`src/mips_params.svh`:
```
`ifndef MIPS_PARAMS_SVH
`define MIPS_PARAMS_SVH

// --------------------
// address map
// --------------------
`define DM_LAST         32'h0000_2fff
`define DM_WORDS        3072

// each timer window holds three word registers
`define TIMER0_BASE     32'h0000_7f00
`define TIMER1_BASE     32'h0000_7f10
`define TIMER_LAST_OFS  32'h0000_000b
`define TIMER_CNT_OFS   2'd2

`define TBOUT_ADDR      32'h0000_7f20

// --------------------
// exception codes
// --------------------
`define EXC_NONE        5'd0
`define EXC_ADEL        5'd4
`define EXC_ADES        5'd5
`define EXC_SYSCALL     5'd8

`endif

```
`src/instr_pkg.sv`:
```
package instr_pkg;

    typedef enum logic [5:0] {
        op_special = 6'h00,
        op_jal     = 6'h03,
        op_addiu   = 6'h09,
        op_lui     = 6'h0f,
        op_lb      = 6'h20,
        op_lh      = 6'h21,
        op_lw      = 6'h23,
        op_lbu     = 6'h24,
        op_lhu     = 6'h25,
        op_sb      = 6'h28,
        op_sh      = 6'h29,
        op_sw      = 6'h2b
    } opcode_e;

    typedef enum logic [5:0] {
        fn_syscall = 6'h0c,
        fn_mfhi    = 6'h10
    } funct_e;

    typedef struct packed {
        logic [5:0] op;
        logic [4:0] rs;
        logic [4:0] rt;
        logic [4:0] rd;
        logic [4:0] shamt;
        logic [5:0] funct;
    } r_fmt_t;

    typedef struct packed {
        logic [5:0]  op;
        logic [4:0]  rs;
        logic [4:0]  rt;
        logic [15:0] imm;
    } i_fmt_t;

    // the same instruction word read as register or immediate format
    typedef union packed {
        r_fmt_t r_fmt;
        i_fmt_t i_fmt;
    } instr_word_u;

endpackage

```
`src/mem_pkg.sv`:
```
package mem_pkg;

    // width of a memory access where none means the instruction does not touch memory
    typedef enum logic [1:0] {
        aw_none = 2'd0,
        aw_word = 2'd1,
        aw_half = 2'd2,
        aw_byte = 2'd3
    } access_width_e;

    typedef enum logic [2:0] {
        src_alu = 3'd0,
        src_mem = 3'd1,
        src_imm = 3'd2,
        src_pc8 = 3'd3,
        src_mlu = 3'd4
    } wb_src_e;

    // dst_ra is the link register used by jal
    typedef enum logic [1:0] {
        dst_rt = 2'd0,
        dst_rd = 2'd1,
        dst_ra = 2'd2
    } wb_dst_e;

endpackage

```
`src/mem_ctrl_decode.sv`:
```
`timescale 1ns/1ns

module mem_ctrl_decode import instr_pkg::*, mem_pkg::*; (
    input  instr_word_u   instr,
    output logic          mem_we,
    output logic          load,
    output logic          sign_ext,
    output logic          syscall,
    output logic          reg_we,
    output access_width_e width,
    output wb_src_e       wb_src,
    output wb_dst_e       wb_dst
);

    always_comb begin
        mem_we   = 1'b0;
        load     = 1'b0;
        sign_ext = 1'b0;
        syscall  = 1'b0;
        reg_we   = 1'b0;
        width    = aw_none;
        wb_src   = src_alu;
        wb_dst   = dst_rt;

        case (instr.i_fmt.op)
            op_lw, op_lh, op_lhu, op_lb, op_lbu: begin
                load     = 1'b1;
                reg_we   = 1'b1;
                wb_src   = src_mem;
                sign_ext = (instr.i_fmt.op == op_lh) || (instr.i_fmt.op == op_lb);
                if (instr.i_fmt.op == op_lw) begin
                    width = aw_word;
                end else if (instr.i_fmt.op == op_lh || instr.i_fmt.op == op_lhu) begin
                    width = aw_half;
                end else begin
                    width = aw_byte;
                end
            end
            op_sw: begin
                mem_we = 1'b1;
                width  = aw_word;
            end
            op_sh: begin
                mem_we = 1'b1;
                width  = aw_half;
            end
            op_sb: begin
                mem_we = 1'b1;
                width  = aw_byte;
            end
            op_lui: begin
                reg_we = 1'b1;
                wb_src = src_imm;
            end
            op_jal: begin
                reg_we = 1'b1;
                wb_src = src_pc8;
                wb_dst = dst_ra;
            end
            op_addiu: begin
                reg_we = 1'b1;
            end
            op_special: begin
                case (instr.r_fmt.funct)
                    fn_syscall: syscall = 1'b1;
                    fn_mfhi: begin
                        reg_we = 1'b1;
                        wb_src = src_mlu;
                        wb_dst = dst_rd;
                    end
                    // remaining special functs are ALU ops writing rd
                    default: begin
                        reg_we = 1'b1;
                        wb_dst = dst_rd;
                    end
                endcase
            end
            default: ;
        endcase
    end

    always_comb begin
        if (load || mem_we) begin
            assert (width != aw_none)
                else $error("memory access decoded without a width");
        end
    end

endmodule

```
`src/mem_stage.sv`:
```
`timescale 1ns/1ns
`include "mips_params.svh"

module mem_stage import instr_pkg::*, mem_pkg::*; (
    input  logic        clk,
    input  logic        rst,
    input  logic        in_valid,
    input  instr_word_u instr,
    input  logic [31:0] pc,
    input  logic [31:0] alu_res,
    input  logic [31:0] mlu_res,
    input  logic [31:0] rt_val,
    input  logic [31:0] imm32,
    input  logic [31:0] mem_rdata,
    output logic [31:0] mem_addr,
    output logic [31:0] mem_wdata,
    output logic [3:0]  be_dm,
    output logic [3:0]  be_dev,
    output logic        wb_valid,
    output logic [4:0]  wb_reg,
    output logic [31:0] wb_data,
    output logic [4:0]  exc_code,
    output logic [31:0] tb_out
);

    logic          mem_we, load, sign_ext, syscall, reg_we;
    access_width_e width;
    wb_src_e       wb_src;
    wb_dst_e       wb_dst;
    logic          in_dm, in_dev, in_tb, access, misaligned, bad_dev, store_ok;
    logic [4:0]    exc, lane_sh;
    logic [3:0]    lane_be, be_tb;
    logic [31:0]   read_word, lane_word, load_val, wb_data_d;
    logic [4:0]    wb_reg_d;

    mem_ctrl_decode u_decode (
        .instr    (instr),
        .mem_we   (mem_we),
        .load     (load),
        .sign_ext (sign_ext),
        .syscall  (syscall),
        .reg_we   (reg_we),
        .width    (width),
        .wb_src   (wb_src),
        .wb_dst   (wb_dst)
    );

    // --------------------
    // region and exception checks
    // --------------------
    assign mem_addr = alu_res;
    assign in_dm    = alu_res <= `DM_LAST;
    assign in_dev   = (alu_res >= `TIMER0_BASE && alu_res <= `TIMER0_BASE + `TIMER_LAST_OFS) ||
                      (alu_res >= `TIMER1_BASE && alu_res <= `TIMER1_BASE + `TIMER_LAST_OFS);
    assign in_tb    = alu_res == `TBOUT_ADDR;
    assign access   = load || mem_we;

    assign misaligned = (width == aw_word && alu_res[1:0] != 2'b00) ||
                        (width == aw_half && alu_res[0]);
    // timers take word accesses only and their count register is read-only
    assign bad_dev    = in_dev && (width != aw_word ||
                                   (mem_we && alu_res[3:2] == `TIMER_CNT_OFS));

    always_comb begin
        if (syscall) begin
            exc = `EXC_SYSCALL;
        end else if (access && (misaligned || !(in_dm || in_dev || in_tb) || bad_dev)) begin
            exc = mem_we ? `EXC_ADES : `EXC_ADEL;
        end else begin
            exc = `EXC_NONE;
        end
    end

    // --------------------
    // store lanes
    // --------------------
    assign lane_sh   = {alu_res[1:0], 3'b000};
    assign mem_wdata = rt_val << lane_sh;

    always_comb begin
        case (width)
            aw_word: lane_be = 4'b1111;
            aw_half: lane_be = alu_res[1] ? 4'b1100 : 4'b0011;
            aw_byte: lane_be = 4'b0001 << alu_res[1:0];
            default: lane_be = 4'b0000;
        endcase
    end

    assign store_ok = in_valid && mem_we && exc == `EXC_NONE;
    assign be_dm    = (store_ok && in_dm)  ? lane_be : 4'b0000;
    assign be_dev   = (store_ok && in_dev) ? lane_be : 4'b0000;
    assign be_tb    = (store_ok && in_tb)  ? lane_be : 4'b0000;

    // --------------------
    // load extension
    // --------------------
    // the test port is read back from the local register
    assign read_word = in_tb ? tb_out : mem_rdata;
    assign lane_word = read_word >> lane_sh;

    always_comb begin
        case (width)
            aw_half: load_val = sign_ext ? {{16{lane_word[15]}}, lane_word[15:0]}
                                         : {16'b0, lane_word[15:0]};
            aw_byte: load_val = sign_ext ? {{24{lane_word[7]}}, lane_word[7:0]}
                                         : {24'b0, lane_word[7:0]};
            default: load_val = read_word;
        endcase
    end

    always_comb begin
        case (wb_src)
            src_mem: wb_data_d = load_val;
            src_imm: wb_data_d = imm32;
            src_pc8: wb_data_d = pc + 32'd8;
            src_mlu: wb_data_d = mlu_res;
            default: wb_data_d = alu_res;
        endcase
    end

    always_comb begin
        if (!reg_we || exc != `EXC_NONE) begin
            wb_reg_d = 5'd0;
        end else begin
            case (wb_dst)
                dst_rd:  wb_reg_d = instr.r_fmt.rd;
                dst_ra:  wb_reg_d = 5'd31;
                default: wb_reg_d = instr.i_fmt.rt;
            endcase
        end
    end

    // --------------------
    // writeback register and test port
    // --------------------
    always_ff @(posedge clk) begin
        if (rst) begin
            wb_valid <= 1'b0;
            tb_out   <= 32'd0;
        end else begin
            wb_valid <= in_valid;
            for (int i = 0; i < 4; i++) begin
                if (be_tb[i]) begin
                    tb_out[8*i +: 8] <= mem_wdata[8*i +: 8];
                end
            end
        end
    end

    always_ff @(posedge clk) begin
        if (in_valid) begin
            wb_reg   <= wb_reg_d;
            wb_data  <= wb_data_d;
            exc_code <= exc;
        end
    end

    // a store reaches at most one of RAM, timers and test port
    assert property (@(posedge clk) disable iff (rst)
        $onehot0({|be_dm, |be_dev, |be_tb}))
        else $error("store enables more than one region");

endmodule

```
`config.mk`:
```
export PLATFORM = sky130hd
export DESIGN_NAME = mem_stage
export DESIGN_NICKNAME = d
export VERILOG_FILES = /design/src/instr_pkg.sv /design/src/mem_pkg.sv /design/src/mem_ctrl_decode.sv /design/src/mem_stage.sv
export VERILOG_INCLUDE_DIRS = /design/src
export SDC_FILE = /design/constraint.sdc
export NUM_CORES = 1
export LEC_CHECK = 0
export ABC_AREA = 1
export BUFFER_PORTS_ARGS = -buffer_cell sky130_fd_sc_hd__buf_2
export CAP_MARGIN = 20
export CORE_ASPECT_RATIO = 2
export CORE_MARGIN = 4
export CORE_UTILIZATION = 30
export DETAILED_ROUTE_END_ITERATION = 12
export SYNTH_ARGS = -nofsm -noshare
export SYNTH_HDL_FRONTEND = slang
export SYNTH_SLANG_ARGS = --single-unit
```
`constraint.sdc`:
```
create_clock -name clk -period 6.02 [get_ports clk]
set_clock_uncertainty 0.1 [all_clocks]
set_input_delay 0.602 -clock clk [delete_from_list [all_inputs] [get_ports clk]]
set_output_delay 0.602 -clock clk [all_outputs]
set_load 0.01 [all_outputs]
```
# Word level (Yosys, flattened, before mapping)
# Cells that the tools add are included.
# op_classes
mux	28
reduce_logical	32
n_lt_le_gt_ge	5
addsub	1
eq_ne	25
shift	3
# ops
cell	count
one-hot mux 32 bit (4 select lines)	1
two-way mux 32 bit	3
>= comparator 32 x 15 -> 1 bit (second input constant)	2
less-or-equal comparator 32 x 15 -> 1 bit (second input constant)	2
one-hot mux 32 bit (2 select lines)	1
== test 6 bit (second input constant)	8
adder 32 x 4 -> 32 bit (second input constant)	1
== test 32 x 15 -> 1 bit (second input constant)	1
less-or-equal comparator 32 x 14 -> 1 bit (second input constant)	1
<< shifter 32 x 5 -> 32 bit	1
>> shifter 32 x 5 -> 16 bit	1
two-way mux 4 bit	5
== test 6 x 4 -> 1 bit (second input constant)	3
logical AND 1 bit	12
one-hot mux 3 bit (4 select lines)	1
one-hot mux 4 bit (3 select lines)	1
logical OR 1 bit	11
one-hot mux 5 bit (2 select lines)	1
two-way mux 1 bit	9
== test 2 bit (second input constant)	4
one-hot mux 2 bit (4 select lines)	1
OR reduction 8 bit	1
== test 3 x 2 -> 1 bit (second input constant)	2
== test 6 x 2 -> 1 bit (second input constant)	1
17 further kinds	20
# word_totals
output_inout_bits	147
ff_bits	75
input_bits	227

# Logic depth before layout (Yosys ltp)
# depth
word_depth	17
depth_mapped	17
depth_no_buf	16

# Modules after synthesis
# A second synthesis with hierarchy kept.
# unflattened
cells_unflattened	1181
area_unflattened_um2	7133.1
# by_module_without_submodules
mod	cells_per_inst	seq_area_each_um2	n_inst	area_per_inst_um2
mem_stage	1131	1861.8	1	6877.8
mem_ctrl_decode	50	0.0	1	255.2

# Least setup slack after synthesis
# OpenSTA, ideal clock, no wires.
# synth_timing
path_type	input-to-output
start	in alu_res[9]
end	out be_dm[3]
path_slack_ns	3.253
arrival_time_ns	2.065
n_path_buf	0
path_stages	11
required_ns	5.318
cell_sequence	nand2_1 nor2_2 nand3_1 nor2_4 nand2_4 nand3_1 nand3_2 nand2_4 nand3_4 or2_1 a21oi_1
# synth_via
elab_chain_cells	15
elab_cells_between_ends	22
classes_between	order compare (5); eq/ne (1); mux (3); reduce/logical (13)
# synth_lines
element	line	source
start, declared	mem_stage.sv:10	input logic [31:0] alu_res,
>= comparator 32 x 15 -> 1 bit (no line) / less-or-equal comparator 32 x 15 -> 1 bit (equally long branches)	--	
logical AND 1 bit (no line)	--	
logical OR 1 bit	mem_stage.sv:53	assign in_dev = (alu_res >= `TIMER0_BASE && alu_res <= `TIMER0_BASE + `TIMER_LAST_OFS) ||
logical OR 1 bit (2 in a row)	mem_stage.sv:67	end else if (access && (misaligned || !(in_dm || in_dev || in_tb) || bad_dev)) begin
logical NOT 1 bit	mem_stage.sv:67	
logical OR 1 bit (2 in a row)	mem_stage.sv:67	
logical AND 1 bit	mem_stage.sv:67	
two-way mux 3 bit	mem_stage.sv:67	
two-way mux 4 bit	mem_stage.sv:65	if (syscall) begin
logical NOT 5 bit (no line)	--	
logical AND 1 bit (no line)	--	
logical AND 1 bit *	mem_stage.sv:90	assign be_dm = (store_ok && in_dm) ? lane_be : 4'b0000;
two-way mux 4 bit *	mem_stage.sv:90	
end, declared	mem_stage.sv:17	output logic [3:0] be_dm,
# Every way passes the cells marked *; elsewhere a longest branch is shown, timed or not.

# Worst setup path after layout
# layout_timing
start	in alu_res[1]
end	out be_dm[2]
# layout_via
elab_chain_cells	15
elab_cells_between_ends	28
classes_between	order compare (5); eq/ne (1); shift (1); mux (5); reduce/logical (16)
# layout_lines
element	line
>= comparator 32 x 15 -> 1 bit (no line) / less-or-equal comparator 32 x 15 -> 1 bit (equally long branches)	--
logical AND 1 bit (no line)	--
logical OR 1 bit	mem_stage.sv:53
logical OR 1 bit (2 in a row)	mem_stage.sv:67
logical NOT 1 bit	mem_stage.sv:67
logical OR 1 bit (2 in a row)	mem_stage.sv:67
logical AND 1 bit	mem_stage.sv:67
two-way mux 3 bit	mem_stage.sv:67
two-way mux 4 bit	mem_stage.sv:65
logical NOT 5 bit (no line)	--
logical AND 1 bit (no line)	--
logical AND 1 bit	mem_stage.sv:90
two-way mux 4 bit *	mem_stage.sv:90
# Marked as above.

==> summary.txt <==
Setup tns final = 0 ns
PD cells = 171.2 nW/um^2
Number of global-route vias before repair = 8738
Final Slew Violations = 0
Final setup fails = 0
Die Span Y = 224.7 um
Clock Tree Buf Depth = 2
Post-CTS sizing = 0
Drt drc = 0
Top-level I/O count = 374
Port Buffers = 361
Initial Util = 0.3033
Post-synthesis cell area = 7046 sq um
Setup bufs post-CTS = 0
Die W = 116.4 um
Rows = 79
Worst setup EP type = output pin
Max-cap violations = 0
RSZ-0062 raised after global routing = false
Latest clock arrival within the worst-skew pair = 0.36 ns
Wirelength per Cell = 20.25 um
Avg Vias per Cell = 5.105
Gr usage total = 0.2618
Primary FF master, synth = edfxtp_1
Crit Path Category = input port to output pin
Nets = 1687
Fmax = 256.7 MHz
Initial antenna violation count = 0
Min cycle time layout = 3.896 ns
Post-DP HPWL = 29280 um
Share of post-route cells with drive strength above 1 = 0.2982
Routed Antenna Nets = 0
Tcrit/Tclk final = 0.6472
Post-synth top cells = 296 x nand2_1, 181 x nor2_1, 127 x inv_1, 102 x nand3_1, 56 x a21oi_1
Vias = 8908
Biggest area consumer among synthesized cells = edfxtp_1
Post-synthesis sequential area ratio = 0.2643
Total power = 0.001565 W
First-pass GRT wire length = 50780 um
Placed Area = 8830 sq um
Seq cells post-synth = 73
Final Instance Area = 9139 sq um
Required @ worst endpoint = 5.32 ns
Gate count after technology mapping = 1152
ANT cells = 0
Top-count cell post-synth = nand2_1
Hold Fails Final Rpt = 0
Filler cells = 2556
Routability cong. = 0.9822
Root buffer cell = clkbuf_16
Grt total ovfl = 0
Number of CTS-inserted buffers = 9
Share of flip-flops with an asynchronous set or reset = 0
CTS H-Tree Depth = 3
Status = completed
Area grow syn2layout = 29.71%
Slew margin rel. = 0.3043
CP Launch Type = input port
Synth area leaders = edfxtp_1 17%, nand2_1 16%, nor2_1 9.6%
VDD IR max = 132.2 uV
Hold Path Class = input port to flop
Arrival @ worst endpoint = 3.19 ns
Final WL = 35330 um
EDFF count, synth = 40
Static leakage = 4.614 nW
Synth cell types = 48
Post-synth top area share = 0.1705
Pre-antenna DRT Iters = 5
Pin slew with the least headroom to its limit = 1.039 ns
Worst-path fanout max = 22
Hold Buf Count CTS = 0
Core area = 23230 sq um
Largest net degree at the start of global routing = 41
Clk sinks = 73
Clk pin slew, worst setup/hold paths = 0.07 ns
Initial DRC count = 729
Warnings from Yosys = 0
Die area = 26150 sq um
Syn avg cell area = 6.116 sq um
CTS tree = built
==> kinds of logic after synthesis <==
logic type / synth area share
and+or+nand+nor: 0.4486
buffers and inverters: 0.1408
AOI/OAI and AO/OA: 0.1268
DFF: 0.2643
xor gates and xnor gates: 0.01368
adders and majority gates: 0.005328
other: 0.0005323
==> where the power goes <==
| group | total (W) | switching, W | internal, W |
|---|---|---|---|
| Sequential | 0.000562 | 0.00000631 | 0.000556 |
| Combinational | 0.000408 | 0.000258 | 0.000149 |
| Clock | 0.000595 | 0.000236 | 0.000359 |
==> metrics by stage <==
step           worst slack (ns)  utilization  hold slack [ns]  std cells
4_1_cts                   2.155       0.3934           0.2959       1745
2_1_floorplan             3.253            -           0.4145       1153
6_report                  2.124       0.3934           0.3091       1745
5_1_grt                   1.924       0.3934           0.3110       1745
3_3_place_gp              2.150       0.3801           0.3946       1729
3_5_place_dp              2.166       0.3801           0.3957       1729
==> worst paths after layout <==
check	startpoint	end	slack [ns]	cells after the start
max reg2reg	tb_out[7]$_SDFFE_PP0P_	wb_data[23]$_DFFE_PP_	4.01	9
min	rst	wb_valid$_SDFF_PP0_	0.31	2
max	alu_res[1]	be_dm[2]	2.12	8
min reg2reg	tb_out[16]$_SDFFE_PP0P_	tb_out[16]$_SDFFE_PP0P_	0.41	2
==> critical path: stages <==
cell and delay [ns]:
buf_2 0.43, inv_1 0.38, nor2_1 0.70, nand2_1 0.12, nand3_1 0.56, inv_2 0.12
nor2_1 0.12, buf_2 0.16
==> layout make-up <==
type / instances / area, sq um / share of cell area
multi-input combinational: 860 / 4204 / 0.4600
inverter: 144 / 543.0 / 0.05942
timing repair buffer: 369 / 1867 / 0.2043
clock inverter: 7 / 83.83 / 0.009173
tap: 283 / 354.1 / 0.03875
sequential: 73 / 1862 / 0.2037
clock buffer: 9 / 225.2 / 0.02464
==> metal layers <==
metal	vias up	wire length, um	global-route usage	part of all wire
met3	90	1759	0.02585	0.050
met4	0	2356	0.1630	0.067
met1	4047	12330	0.2678	0.35
met5	-	0	0	0
met2	407	18890	0.4908	0.53
li1	4364	-	-	-
==> placed cells by master, fill, tap and decap left out, types with 3 or more instances in the layout <==
cell type and count:
xor2_1 8, nand3_1 102, or2_2 13, o2111ai_1 4, nor3_1 19, nand4_1 33
nand2_1 296, nor2_1 181, clkbuf_16 9, buf_4 8, edfxtp_1 40, clkinv_1 7
a22oi_1 20, nor4_1 5, o221ai_1 8, o21a_1 8, a21oi_1 56, dfxtp_1 33
a22o_1 6, o21ai_1 8, a31oi_1 3, nand3_2 3, and3_1 3, inv_1 127
nor2_2 7, o21ai_0 28, nor2_4 5, nand3b_1 17, buf_2 361, ha_1 3
inv_2 13, nand3_4 3, xnor2_1 3
Power figures use the tool's default switching activity.
